<file path="config.mk">
export PLATFORM = sky130hd
export DESIGN_NAME = pcxt_glue_top
export DESIGN_NICKNAME = d
export VERILOG_FILES = /design/src/logic/pcxt_pkg.sv /design/src/logic/pcxt_glue_top.sv /design/src/logic/ppi_inputs.sv /design/src/logic/sound_mixer.sv /design/src/logic/splash_timer.sv /design/src/logic/reset_sequencer.sv /design/src/logic/edge_strobe.sv /design/src/logic/clock_enable_gen.sv
export VERILOG_INCLUDE_DIRS = /design/src /design/src/logic
export SDC_FILE = /design/constraint.sdc
export NUM_CORES = 1
export LEC_CHECK = 0
export ABC_AREA = 1
export BUFFER_PORTS_ARGS = -buffer_cell sky130_fd_sc_hd__buf_2
export CAP_MARGIN = 20
export CORE_ASPECT_RATIO = 0.5
export CORE_MARGIN = 2
export CORE_UTILIZATION = 50
export DETAILED_ROUTE_END_ITERATION = 16
export PLACE_DENSITY_LB_ADDON = 0.1
export SYNTH_ARGS = -nofsm -noshare
export SYNTH_HDL_FRONTEND = slang
export SYNTH_HIERARCHICAL = 1
export SYNTH_SLANG_ARGS = --single-unit
export TNS_END_PERCENT = 5
</file>
<file path="constraint.sdc">
create_clock -name clk_chipset -period 2 [get_ports clk_chipset]
set_input_delay 0.3 -clock clk_chipset [delete_from_list [all_inputs] [get_ports clk_chipset]]
set_output_delay 0.3 -clock clk_chipset [all_outputs]
set_load 0.1 [all_outputs]
</file>
<file path="src/logic/pcxt_defines.svh">
// PC/XT glue constants
`ifndef PCXT_DEFINES_SVH
`define PCXT_DEFINES_SVH

// clk_chipset cycles per 14.318 MHz enable
`define PCXT_BASE_DIV 7

// System reset hold length in cycles
`define PCXT_RESET_HOLD 65535

// Cycles from system reset release to CPU reset release, less one
`define PCXT_CPU_RESET_DELAY 42

// Splash screen length in seconds
`define PCXT_SPLASH_SECONDS 5

// Base ticks in one second
`define PCXT_SPLASH_TICKS_PER_SEC 14318000

// DIP switch bytes per monitor type
// MDA 80 column
`define PCXT_SW_MDA 8'h3D
// CGA 80 column
`define PCXT_SW_CGA 8'h2D

`endif
</file>
<file path="src/logic/pcxt_pkg.sv">
// PC/XT glue types
`default_nettype none

package pcxt_pkg;

	// CPU rate select, value 3 falls back to 4.77
	typedef enum logic [1:0] {
		SPEED_4_77   = 2'd0,
		SPEED_7_16   = 2'd1,
		SPEED_14_318 = 2'd2
	} cpu_speed_t;

	// Reset sequencer states
	typedef enum logic [1:0] {
		RST_HOLD     = 2'd0,
		RST_CPU_WAIT = 2'd1,
		RST_RUN      = 2'd2
	} reset_state_t;

	typedef logic [15:0]        reset_count_t;
	typedef logic [24:0]        splash_count_t;
	typedef logic signed [15:0] opl_sample_t;
	typedef logic [7:0]         tandy_sample_t;
	typedef logic signed [15:0] audio_sample_t;
	typedef logic [3:0]         switch_nibble_t;

endpackage

`default_nettype wire

</file>
<file path="src/logic/pcxt_glue_top.sv">
// PC/XT chipset glue top
`default_nettype none
`include "pcxt_defines.svh"

module pcxt_glue_top #(
	parameter int TICKS_PER_SEC = `PCXT_SPLASH_TICKS_PER_SEC
) (
	input  wire                          clk_chipset,
	input  wire                          reset_wire,
	input  wire pcxt_pkg::cpu_speed_t    cpu_speed,
	input  wire                          bus_idle,
	input  wire                          model_tandy,
	input  wire                          splash_skip,
	input  wire                          opl2_clk_in,
	input  wire                          uart_clk_in,
	input  wire pcxt_pkg::opl_sample_t   opl2_sample,
	input  wire                          speaker,
	input  wire pcxt_pkg::tandy_sample_t tandy_sample,
	input  wire                          ps2_clk_in,
	input  wire                          ps2_data_in,
	input  wire                          mda_mode,
	input  wire                          port_b_bit3,
	output logic                         cpu_tick,
	output logic                         periph_tick,
	output logic                         turbo,
	output logic                         opl2_strobe,
	output logic                         uart_strobe,
	output logic                         sys_reset,
	output logic                         cpu_reset,
	output logic                         tandy_mode,
	output logic                         splash_active,
	output pcxt_pkg::audio_sample_t      audio_out,
	output logic                         ps2_clk,
	output logic                         ps2_data,
	output pcxt_pkg::switch_nibble_t     port_c_low
);

	// Base enable feeds the splash count
	logic tick_14_318;

	////////////////////////////////////////
	// Clocking
	////////////////////////////////////////

	clock_enable_gen u_clock_enable_gen (
		.clk_chipset (clk_chipset),
		.reset_wire  (reset_wire),
		.cpu_speed   (cpu_speed),
		.bus_idle    (bus_idle),
		.tick_14_318 (tick_14_318),
		.cpu_tick    (cpu_tick),
		.periph_tick (periph_tick),
		.turbo       (turbo)
	);

	// FM synth clock
	edge_strobe u_opl2_strobe (
		.clk_chipset (clk_chipset),
		.reset_wire  (reset_wire),
		.async_clk   (opl2_clk_in),
		.strobe      (opl2_strobe)
	);

	// UART baud clock
	edge_strobe u_uart_strobe (
		.clk_chipset (clk_chipset),
		.reset_wire  (reset_wire),
		.async_clk   (uart_clk_in),
		.strobe      (uart_strobe)
	);

	////////////////////////////////////////
	// Reset and splash
	////////////////////////////////////////

	splash_timer #(
		.TICKS_PER_SEC (TICKS_PER_SEC)
	) u_splash_timer (
		.clk_chipset   (clk_chipset),
		.reset_wire    (reset_wire),
		.tick_14_318   (tick_14_318),
		.splash_skip   (splash_skip),
		.splash_active (splash_active)
	);

	reset_sequencer u_reset_sequencer (
		.clk_chipset   (clk_chipset),
		.reset_wire    (reset_wire),
		.splash_active (splash_active),
		.model_tandy   (model_tandy),
		.sys_reset     (sys_reset),
		.cpu_reset     (cpu_reset),
		.tandy_mode    (tandy_mode)
	);

	////////////////////////////////////////
	// Audio and inputs
	////////////////////////////////////////

	sound_mixer u_sound_mixer (
		.clk_chipset  (clk_chipset),
		.reset_wire   (reset_wire),
		.opl2_sample  (opl2_sample),
		.speaker      (speaker),
		.tandy_sample (tandy_sample),
		.audio_out    (audio_out)
	);

	ppi_inputs u_ppi_inputs (
		.clk_chipset (clk_chipset),
		.reset_wire  (reset_wire),
		.ps2_clk_in  (ps2_clk_in),
		.ps2_data_in (ps2_data_in),
		.mda_mode    (mda_mode),
		.port_b_bit3 (port_b_bit3),
		.ps2_clk     (ps2_clk),
		.ps2_data    (ps2_data),
		.port_c_low  (port_c_low)
	);

endmodule

`default_nettype wire

</file>
<file path="src/logic/ppi_inputs.sv">
// Keyboard and DIP switch inputs
`default_nettype none
`include "pcxt_defines.svh"

module ppi_inputs (
	input  wire                      clk_chipset,
	input  wire                      reset_wire,
	input  wire                      ps2_clk_in,
	input  wire                      ps2_data_in,
	input  wire                      mda_mode,
	input  wire                      port_b_bit3,
	output logic                     ps2_clk,
	output logic                     ps2_data,
	output pcxt_pkg::switch_nibble_t port_c_low
);

	////////////////////////////////////////
	// PS/2 synchronisers
	////////////////////////////////////////

	logic ps2_clk_meta;
	logic ps2_data_meta;

	always_ff @(posedge clk_chipset or posedge reset_wire) begin
		if (reset_wire) begin
			ps2_clk_meta  <= 1'b0;
			ps2_clk       <= 1'b0;
			ps2_data_meta <= 1'b0;
			ps2_data      <= 1'b0;
		end else begin
			ps2_clk_meta  <= ps2_clk_in;
			ps2_clk       <= ps2_clk_meta;
			ps2_data_meta <= ps2_data_in;
			ps2_data      <= ps2_data_meta;
		end
	end

	////////////////////////////////////////
	// DIP switches on port C
	////////////////////////////////////////

	logic [7:0] sw_byte;

	// Switch set per monitor card
	assign sw_byte = mda_mode ? `PCXT_SW_MDA : `PCXT_SW_CGA;

	// Port B bit 3 picks the half
	assign port_c_low = port_b_bit3 ? sw_byte[7:4] : sw_byte[3:0];

endmodule

`default_nettype wire

</file>
<file path="src/logic/sound_mixer.sv">
// Signed audio mixer
`default_nettype none

module sound_mixer (
	input  wire                          clk_chipset,
	input  wire                          reset_wire,
	input  wire pcxt_pkg::opl_sample_t   opl2_sample,
	input  wire                          speaker,
	input  wire pcxt_pkg::tandy_sample_t tandy_sample,
	output pcxt_pkg::audio_sample_t      audio_out
);

	// One bit of headroom over the output
	logic signed [16:0] fm_term;
	logic signed [16:0] spk_term;
	logic signed [16:0] tandy_term;
	logic signed [16:0] mix_sum;

	// Sign extend FM
	assign fm_term    = {opl2_sample[15], opl2_sample};
	// Speaker at 2^14
	assign spk_term   = {2'b00, speaker, 14'd0};
	// Tandy level at 2^9
	assign tandy_term = {tandy_sample, 9'd0};

	assign mix_sum = fm_term + spk_term + tandy_term;

	// Drop the LSB to halve
	always_ff @(posedge clk_chipset or posedge reset_wire) begin
		if (reset_wire)
			audio_out <= '0;
		else
			audio_out <= mix_sum[16:1];
	end

endmodule

`default_nettype wire

</file>
<file path="src/logic/splash_timer.sv">
// Splash screen timer
`default_nettype none
`include "pcxt_defines.svh"

module splash_timer #(
	parameter int TICKS_PER_SEC = `PCXT_SPLASH_TICKS_PER_SEC
) (
	input  wire  clk_chipset,
	input  wire  reset_wire,
	input  wire  tick_14_318,
	input  wire  splash_skip,
	output logic splash_active
);

	localparam int SEC_W = $clog2(`PCXT_SPLASH_SECONDS + 1);
	localparam pcxt_pkg::splash_count_t SUB_LAST =
		pcxt_pkg::splash_count_t'(TICKS_PER_SEC - 1);
	localparam logic [SEC_W-1:0] SEC_LAST = SEC_W'(`PCXT_SPLASH_SECONDS - 1);

	// Base ticks within the current second
	pcxt_pkg::splash_count_t sub_cnt;
	logic [SEC_W-1:0]        sec_cnt;

	always_ff @(posedge clk_chipset or posedge reset_wire) begin
		if (reset_wire) begin
			sub_cnt       <= '0;
			sec_cnt       <= '0;
			splash_active <= 1'b1;
		end else if (splash_active) begin
			if (splash_skip) begin
				splash_active <= 1'b0;
			end else if (tick_14_318) begin
				if (sub_cnt == SUB_LAST) begin
					sub_cnt <= '0;
					// Last second done
					if (sec_cnt == SEC_LAST)
						splash_active <= 1'b0;
					else
						sec_cnt <= sec_cnt + 1'b1;
				end else begin
					sub_cnt <= sub_cnt + 1'b1;
				end
			end
		end
	end

endmodule

`default_nettype wire

</file>
<file path="src/logic/reset_sequencer.sv">
// System and CPU reset sequencer
`default_nettype none
`include "pcxt_defines.svh"

module reset_sequencer (
	input  wire  clk_chipset,
	input  wire  reset_wire,
	input  wire  splash_active,
	input  wire  model_tandy,
	output logic sys_reset,
	output logic cpu_reset,
	output logic tandy_mode
);

	localparam pcxt_pkg::reset_count_t HOLD_LAST =
		pcxt_pkg::reset_count_t'(`PCXT_RESET_HOLD);
	localparam pcxt_pkg::reset_count_t DELAY_LAST =
		pcxt_pkg::reset_count_t'(`PCXT_CPU_RESET_DELAY);

	pcxt_pkg::reset_state_t state;
	// Shared by hold and CPU delay
	pcxt_pkg::reset_count_t count;

	////////////////////////////////////////
	// Sequencer FSM
	////////////////////////////////////////

	always_ff @(posedge clk_chipset or posedge reset_wire) begin
		if (reset_wire) begin
			state     <= pcxt_pkg::RST_HOLD;
			count     <= '0;
			sys_reset <= 1'b1;
			cpu_reset <= 1'b1;
		end else if (splash_active) begin
			// Splash keeps the machine parked in hold
			state     <= pcxt_pkg::RST_HOLD;
			count     <= '0;
			sys_reset <= 1'b1;
			cpu_reset <= 1'b1;
		end else begin
			case (state)
				pcxt_pkg::RST_HOLD: begin
					// Long hold for memory and chipset
					if (count == HOLD_LAST) begin
						state     <= pcxt_pkg::RST_CPU_WAIT;
						count     <= '0;
						sys_reset <= 1'b0;
					end else begin
						count <= count + 1'b1;
					end
				end
				pcxt_pkg::RST_CPU_WAIT: begin
					// Short delay before CPU runs
					if (count == DELAY_LAST) begin
						state     <= pcxt_pkg::RST_RUN;
						cpu_reset <= 1'b0;
					end else begin
						count <= count + 1'b1;
					end
				end
				default: begin
					// Running, nothing moves
					count <= count;
				end
			endcase
		end
	end

	// Model follows the switch until hold ends
	always_ff @(posedge clk_chipset or posedge reset_wire) begin
		if (reset_wire)
			tandy_mode <= 1'b0;
		else if (sys_reset)
			tandy_mode <= model_tandy;
	end

	// CPU never leaves reset ahead of the chipset
	a_reset_order: assert property (@(posedge clk_chipset) disable iff (reset_wire)
		!(sys_reset && !cpu_reset));

endmodule

`default_nettype wire

</file>
<file path="src/logic/edge_strobe.sv">
// External clock edge strobe
`default_nettype none

module edge_strobe (
	input  wire  clk_chipset,
	input  wire  reset_wire,
	input  wire  async_clk,
	output logic strobe
);

	// Two stage synchroniser
	logic sync_1;
	logic sync_2;
	// Previous synchronised level
	logic sync_hist;

	always_ff @(posedge clk_chipset or posedge reset_wire) begin
		if (reset_wire) begin
			sync_1    <= 1'b0;
			sync_2    <= 1'b0;
			sync_hist <= 1'b0;
			strobe    <= 1'b0;
		end else begin
			sync_1    <= async_clk;
			sync_2    <= sync_1;
			sync_hist <= sync_2;
			// Rising edge only
			strobe    <= sync_2 & ~sync_hist;
		end
	end

	a_strobe_single: assert property (@(posedge clk_chipset) disable iff (reset_wire)
		strobe |=> !strobe);

endmodule

`default_nettype wire

</file>
<file path="src/logic/clock_enable_gen.sv">
// Chipset clock enables
`default_nettype none
`include "pcxt_defines.svh"

module clock_enable_gen (
	input  wire                        clk_chipset,
	input  wire                        reset_wire,
	input  wire pcxt_pkg::cpu_speed_t  cpu_speed,
	input  wire                        bus_idle,
	output logic                       tick_14_318,
	output logic                       cpu_tick,
	output logic                       periph_tick,
	output logic                       turbo
);

	localparam int BASE_W = $clog2(`PCXT_BASE_DIV);
	localparam logic [BASE_W-1:0] BASE_LAST = BASE_W'(`PCXT_BASE_DIV - 1);

	logic [BASE_W-1:0] base_cnt;
	// Position within six base ticks
	logic [2:0]        phase;
	logic              tick_7_16;
	logic              tick_4_77;

	////////////////////////////////////////
	// Base 14.318 MHz enable
	////////////////////////////////////////

	// First pulse lands BASE_DIV cycles out of reset
	always_ff @(posedge clk_chipset or posedge reset_wire) begin
		if (reset_wire) begin
			base_cnt    <= '0;
			tick_14_318 <= 1'b0;
		end else if (base_cnt == BASE_LAST) begin
			base_cnt    <= '0;
			tick_14_318 <= 1'b1;
		end else begin
			base_cnt    <= base_cnt + 1'b1;
			tick_14_318 <= 1'b0;
		end
	end

	// Advance once per base tick, wrap at six
	always_ff @(posedge clk_chipset or posedge reset_wire) begin
		if (reset_wire) begin
			phase <= '0;
		end else if (tick_14_318) begin
			if (phase == 3'd5)
				phase <= '0;
			else
				phase <= phase + 3'd1;
		end
	end

	////////////////////////////////////////
	// Derived rates
	////////////////////////////////////////

	// Half rate on even phases
	assign tick_7_16   = tick_14_318 & ~phase[0];
	// Third rate
	assign tick_4_77   = tick_14_318 & ((phase == 3'd0) | (phase == 3'd3));
	// Sixth rate, 2.385 MHz
	assign periph_tick = tick_14_318 & (phase == 3'd0);

	// CPU rate mux, unused code runs at 4.77
	always_comb begin
		case (cpu_speed)
			pcxt_pkg::SPEED_14_318: cpu_tick = tick_14_318;
			pcxt_pkg::SPEED_7_16:   cpu_tick = tick_7_16;
			default:                cpu_tick = tick_4_77;
		endcase
	end

	// Turbo only moves between bus cycles
	always_ff @(posedge clk_chipset or posedge reset_wire) begin
		if (reset_wire)
			turbo <= 1'b0;
		else if (bus_idle)
			turbo <= (cpu_speed == pcxt_pkg::SPEED_7_16) ||
			         (cpu_speed == pcxt_pkg::SPEED_14_318);
	end

	// Enables are single cycle
	a_tick_single: assert property (@(posedge clk_chipset) disable iff (reset_wire)
		(tick_14_318 | cpu_tick | periph_tick) |=> !(tick_14_318 | cpu_tick | periph_tick));

endmodule

`default_nettype wire

</file>
# Word level (Yosys, flattened, before mapping)
# Index checks and enable logic that the tools add are counted.
dict set report classes {
  n_addsub 7
  n_bitwise 11
  muxes 26
  n_eq_ne 13
  n_reduce_logical 14
}
# op n
set op_table {}
lappend op_table {{$mux W16} 3}
lappend op_table {{$pmux W16 S2} 1}
lappend op_table {{$add A25 B1 Y25 const B} 1}
lappend op_table {{$eq A25 B24 Y1 const B} 1}
lappend op_table {{$mux W25} 1}
lappend op_table {{$add A16 B16 Y17} 1}
lappend op_table {{$add A17 B17 Y17} 1}
lappend op_table {{$add A16 B1 Y16 const B} 1}
lappend op_table {{$eq A16 B16 Y1 const B} 1}
lappend op_table {{$eq A16 B6 Y1 const B} 1}
lappend op_table {{$mux W1} 12}
lappend op_table {{$add A3 B1 Y3 const B} 3}
lappend op_table {{$eq A3 B3 Y1 const B} 3}
lappend op_table {{$reduce_bool A2 Y1} 4}
lappend op_table {{$mux W2} 3}
lappend op_table {{$mux W3} 2}
lappend op_table {{$ne A3 B2 Y1 const B} 2}
lappend op_table {{$reduce_and A2 Y1} 3}
lappend op_table {{$reduce_and A3 Y1} 2}
lappend op_table {{$and A1 B1 Y1} 5}
lappend op_table {{$mux W5} 1}
lappend op_table {{$not A1 Y1} 5}
lappend op_table {{$reduce_and A5 Y1} 1}
lappend op_table {{$eq A2 B1 Y1 const B} 2}
lappend op_table {{11 further kinds} 11}
dict set report word_totals {
  reg_bits 86
}

# Logic depth before layout (Yosys ltp)
dict set report depth {
  depth_word 6
  ltp_mapped 13
  depth_no_buf 12
}

# Cells and area by module
# Netlist, hierarchy kept.
# mod cells_each n_inst area_per_inst_um2 seq_area_each_um2
set modules_own_cells {}
lappend modules_own_cells {splash_timer 313 1 2029.4 726.9}
lappend modules_own_cells {reset_sequencer 204 1 1413.9 528.0}
lappend modules_own_cells {sound_mixer 80 1 823.3 400.4}
lappend modules_own_cells {clock_enable_gen 51 1 400.4 200.2}
lappend modules_own_cells {edge_strobe 7 2 113.9 100.1}
lappend modules_own_cells {ppi_inputs 10 1 130.1 100.1}

# Least setup slack after synthesis
# Ideal clock, no wire load.
dict set report synth_path {
  path_kind {reg-to-reg}
  from {register u_splash_timer.splash_active}
  to {register u_splash_timer.sub_cnt[24]}
  t_required_ps 1887
  path_stages_with_launch 8
  path_buffers 0
  slack_ps 142
  arrival_time_ps 1745
  setup_ps 113
  path_cell_list {dfstp_2 -> nand3_4 -> inv_4 -> nand3_1 -> nor2_2 -> nand3_1 -> nand2_1 -> inv_1}
}
dict set report synth_via {
  elab_chain_len 1
}
# item line
set synth_lines {}
lappend synth_lines {{start, declared} splash_timer.sv:12} ;# output logic splash_active
lappend synth_lines {{start signal, assigned} splash_timer.sv:28} ;# splash_active <= 1'b1;
lappend synth_lines {{start signal, assigned} splash_timer.sv:31} ;# splash_active <= 1'b0;
lappend synth_lines {{start signal, assigned} splash_timer.sv:37} ;# splash_active <= 1'b0;
lappend synth_lines {{$reduce_and A3 Y1 (no source line)} n/a}
lappend synth_lines {{end signal, assigned} splash_timer.sv:41} ;# sub_cnt <= sub_cnt + 1'b1;
lappend synth_lines {{end, declared} splash_timer.sv:21} ;# pcxt_pkg::splash_count_t sub_cnt;
# Every way passes these cells.
# A chain may end at the register's enable or synchronous reset.

# Worst setup path in the final report
dict set report layout_path {
  from {register u_clock_enable_gen.phase[0]}
  to {output cpu_tick}
}
dict set report layout_via {
  elab_chain_len 4
  word_cells_on_any_way 7
}
# item line
set layout_lines {}
lappend layout_lines {{start, declared} clock_enable_gen.sv:21} ;# logic [2:0] phase;
lappend layout_lines {{start signal, assigned} clock_enable_gen.sv:51} ;# phase <= phase + 3'd1;
lappend layout_lines {{$eq A3 B2 Y1 / $logic_not A3 Y1 (equally long branches)} clock_enable_gen.sv:62} ;# assign tick_4_77 = tick_14_318 & ((phase == 3'd0) | (phase == 3'd3));
lappend layout_lines {{$or A1 B1 Y1} clock_enable_gen.sv:62}
lappend layout_lines {{$and A1 B1 Y1} clock_enable_gen.sv:62}
lappend layout_lines {{$pmux W1 S2 (*)} clock_enable_gen.sv:68} ;# case (cpu_speed)
lappend layout_lines {{end, declared} pcxt_glue_top.sv:23} ;# output logic cpu_tick,
# Every way passes the cells marked *; elsewhere a longest branch is shown, timed or not.

==> insert_results.sql <==
INSERT INTO impl_metrics (metric_group, metric, value, unit) VALUES
('setup_path', 'worstPathCellList', 'nand2_1, inv_1, ha_1, nand2_1, nand3_1, nand2_1, nand2_1, clkbuf_4', ''),
('yosys', 'syn_nets', '732', ''),
('timing', 'timing.final.crit_period', '1848', 'ps'),
('route', 'via_per_inst', '4.812', ''),
('yosys', 'post_synthesis_mean_instance_area', '7.477', 'um^2'),
('global_route', 'grt_pass1_vias', '3919', ''),
('yosys', 'syn_area', '5025', 'um^2'),
('yosys', 'yosys_warnings', '6', ''),
('yosys', 'synth_ff_type', 'sky130_fd_sc_hd__dfrtp_1', ''),
('flow_run', 'cap_viol_max_count', '0', ''),
('clocking', 'clkTransAtPathRegs', '70', 'ps'),
('clocking', 'cts.sink_count', '86', ''),
('setup_path', 'crit_fanout', '4', ''),
('floorplan', 'core_area', '9603', 'um^2'),
('clocking', 'total_setup_buffers_inserted_after_cts', '0', ''),
('route', 'first_pass_iters', '5', ''),
('yosys', 'synth.distinct_cells', '40', ''),
('setup_path', 'worst_path_arrival_time', '1550', 'ps'),
('power_and_ir_drop', 'p_leak', '3.260', 'nW'),
('place', 'gp_congestion', '0.9073', ''),
('min_path', 'min-delay-path-class', 'input port to register', ''),
('place', 'placedInstanceArea', '5510', 'um^2'),
('setup_path', 'worst_path_most_repeated_cell', 'sky130_fd_sc_hd__nand2_1', ''),
('timing', 'slew-limit-headroom', '60.43', '%'),
('finish', 'post-route-cell-area', '5829', 'um^2'),
('global_route', 'number_of_antenna_violations_at_the_first_check_in_global_routing', '0', ''),
('yosys', 'synth-seq-area-share', '42.90', '%'),
('floorplan', 'die_w', '145.8', 'um'),
('route', 'detailed_route_via_count', '4278', ''),
('route', 'drt-wirelength-per-cell', '11.38', 'um'),
('setup_path', 'cp-start-kind', 'register', ''),
('setup_path', 'max_stage_delay', '410', 'ps'),
('clocking', 'cts_buffers', '9', ''),
('global_route', 'grt_pass1_wl', '17.24', 'mm'),
('setup_path', 'worst_ep_required_time', '1700', 'ps'),
('power_and_ir_drop', 'finalPower', '4.209', 'mW'),
('route', 'dr.first_iter.drc_count', '231', ''),
('setup_path', 'path_class', 'register to output pin', ''),
('global_route', 'maximum_number_of_pins_on_one_net_before_global_route_repair', '30', ''),
('yosys', 'syn-instance-count', '672', ''),
('floorplan', 'floorplan.initialDensity', '52.33', '%'),
('yosys', 'synth.ff_latch_count', '86', ''),
('yosys', 'fraction_of_registers_with_async_set_reset', '100.0', '%'),
('floorplan', 'ios', '69', ''),
('status', 'status', 'completed', ''),
('timing', 'worst-slew-pin-transition', '593.0', 'ps'),
('floorplan', 'fp.dieArea', '10920', 'um^2'),
('route', 'postRouteWirelength', '10.12', 'mm'),
('timing', 'drv_slew', '0', ''),
('finish', 'antennaDiodeCount', '0', ''),
('power_and_ir_drop', 'powerDensity', '722.1', 'nW/um^2'),
('clocking', 'clock_path_buffers', '2', ''),
('timing', 'clock.fmax', '0.5411', 'GHz'),
('finish', 'finalNonFillerCells', '889', ''),
('place', 'post-dp-hpwl', '7.781', 'mm'),
('timing', 'finalHoldViolations', '0', ''),
('yosys', 'synth_edf_count', '0', ''),
('place', 'placedCellCount', '872', ''),
('setup_path', 'critPathCaptureType', 'output pin', ''),
('timing', 'fin_crit_sh', '92.40', '%'),
('finish', 'fin_nets', '809', ''),
('finish', 'drive_above_1_share', '18.70', '%'),
('setup_path', 'cp_slowest_cell', 'sky130_fd_sc_hd__dfrtp_1', ''),
('power_and_ir_drop', 'vdd_ir_drop_max', '0.4930', 'mV'),
('timing', 'setup_total_negative_slack', '0', 'ps'),
('global_route', 'groute.usage.overall', '19.75', '%'),
('clocking', 'cts_htree_levels', '3', ''),
('global_route', 'overall_overflow_remaining_after_global_route', '0', ''),
('clocking', 'clk-insertion-delay-late', '340', 'ps'),
('clocking', 'cts_tree', 'done', ''),
('route', 'remaining_drc_errors', '0', ''),
('floorplan', 'rows', '25', ''),
('timing', 'setup_viol', '0', ''),
('place', 'place.port_buffers', '67', ''),
('floorplan', 'die_height', '74.89', 'um'),
('timing', 'rsz0062_at_grt', 'no', ''),
('timing', 'fin_skew', '6.125', 'ps'),
('route', 'detail-route-antenna-nets', '0', ''),
('clocking', 'clock-root-buffer', 'sky130_fd_sc_hd__clkbuf_16', ''),
('finish', 'area_growth_syn_to_layout', '16.01', '%');
## critical path: cells and delay by family, from the launching register on
kind | cells | cell delay (ps)
buffers and inverters | 2 | 370
adder cells (fa/ha/maj) | 1 | 130
AND/OR/NAND/NOR | 5 | 300
flip-flops | 1 | 410
## per-layer routing
| layer | up-vias | part of all wire (%) | GRT usage (%) | wire length (um) |
|---|---|---|---|---|
| li1 | 2216 | - | - | - |
| met1 | 1936 | 47 | 24.88 | 4721 |
| met2 | 120 | 46 | 34.33 | 4674 |
| met3 | 6 | 6.5 | 5.515 | 653 |
| met4 | 0 | 0.67 | 5.664 | 68 |
| met5 | - | 0 | 0 | 0 |
## cell type report
type / instances / area [um^2]
Multi-Input combinational cell: 459 / 2360
Inverter: 121 / 460.4
Fill cell: 904 / 3774
Clock buffer: 9 / 225.2
Clock inverter: 7 / 81.33
Sequential cell: 86 / 2156
Timing Repair Buffer: 72 / 377.9
Tap cell: 135 / 168.9
## power by group
| part | internal (mW) | switching [mW] |
|---|---|---|
| clock network | 0.987 | 0.719 |
| logic | 0.128 | 0.561 |
| registers | 1.80 | 0.0172 |
## Yosys cell counts (3+ instances only)
cell	n	area [um^2]
sky130_fd_sc_hd__a21oi_1	8	40.04
sky130_fd_sc_hd__buf_4	4	30.03
sky130_fd_sc_hd__dfrtp_1	83	2077
sky130_fd_sc_hd__dfstp_2	3	78.83
sky130_fd_sc_hd__ha_1	20	250.2
sky130_fd_sc_hd__inv_1	114	427.9
sky130_fd_sc_hd__nand2_1	192	720.7
sky130_fd_sc_hd__nand2_2	6	37.54
sky130_fd_sc_hd__nand3_1	59	295.3
sky130_fd_sc_hd__nand3_2	5	50.05
sky130_fd_sc_hd__nand4_1	9	56.30
sky130_fd_sc_hd__nor2_1	84	315.3
sky130_fd_sc_hd__nor2_2	17	106.4
sky130_fd_sc_hd__nor2_4	5	56.30
sky130_fd_sc_hd__nor3_1	7	35.03
sky130_fd_sc_hd__o21ai_0	13	65.06
sky130_fd_sc_hd__o21ai_1	3	15.01
sky130_fd_sc_hd__o21bai_1	3	22.52
sky130_fd_sc_hd__or2_2	3	18.77
sky130_fd_sc_hd__xor2_1	8	70.07
## cell families (layout without fill, tap and decap cells)
kind of cell,after synthesis,in the layout,synth area share (%)
xor gates and xnor gates,10,10,1.893
muxes,1,1,0.2241
adders and majority gates,22,22,5.777
and+or+nand+nor,394,394,35.46
buffers and inverters,127,209,10.13
DFF,86,86,42.90
AOI/OAI and AO/OA,32,32,3.611
## registers in the layout, indices dropped and copies added, names as in the netlist, 2 cells and up
name / count
u_sound_mixer/audio_out: 16
u_reset_sequencer/state: 2
u_clock_enable_gen/base_cnt: 3
u_reset_sequencer/count: 16
u_splash_timer/sec_cnt: 3
u_clock_enable_gen/phase: 3
u_splash_timer/sub_cnt: 25
## through the flow
step	hold WS [ps]	util, %	setup slack [ps]
after floorplan	66.08	-	142.5
after global placement	261.4	57.38	175.9
after detailed placement	269.7	57.38	127.9
after CTS	55.10	60.68	39.64
after global routing	45.62	60.70	31.28
final	63.38	60.70	152.0
## worst paths after layout
kind / slack (ps) / end / cells after the start / startpoint
worst min register to register: 350 / u_uart_strobe/sync_2$_DFF_PP0_ / 0 / u_uart_strobe/sync_1$_DFF_PP0_
min in group asynchronous: 460 / u_ppi_inputs/ps2_data_meta$_DFF_PP0_ / 3 / reset_wire
worst min-delay path: 60 / u_sound_mixer/audio_out[5]$_DFF_PP0_ / 1 / opl2_sample[6]
worst max-delay path: 150 / cpu_tick / 8 / u_clock_enable_gen/phase[0]$_DFFE_PP0P_
max in group asynchronous: 960 / u_sound_mixer/audio_out[13]$_DFF_PP0_ / 3 / reset_wire
worst max register to register: 330 / u_reset_sequencer/count[5]$_DFFE_PP0P_ / 11 / u_reset_sequencer/count[0]$_DFFE_PP0P_
## what timing repair did
| action | 4_1_cts | 5_1_grt |
|---|---|---|
| endpoints found under the hold margin | 20 | 0 |
| endpoints found under the setup margin | 0 | 1 |
| resized for setup | 0 | 1 |
| hold buffers | 1 | 0 |
## placed cells by master (no fill, tap or decap), drive strengths merged
cell type      n
nand3         66
ha            20
mux2           1
a21oi          9
nand4          9
dlygate4sd3    1
a211oi         1
clkbuf        10
nor2         106
dfrtp         83
o21bai         3
nor3           8
or2            4
nand3b         1
fa             2
bufinv         1
xor2           9
dfstp          3
o21ai         17
nand2        200
clkinv         6
inv          121
xnor2          1
o22ai          1
buf           70
o211ai         1
Power figures use the tool's default switching activity.
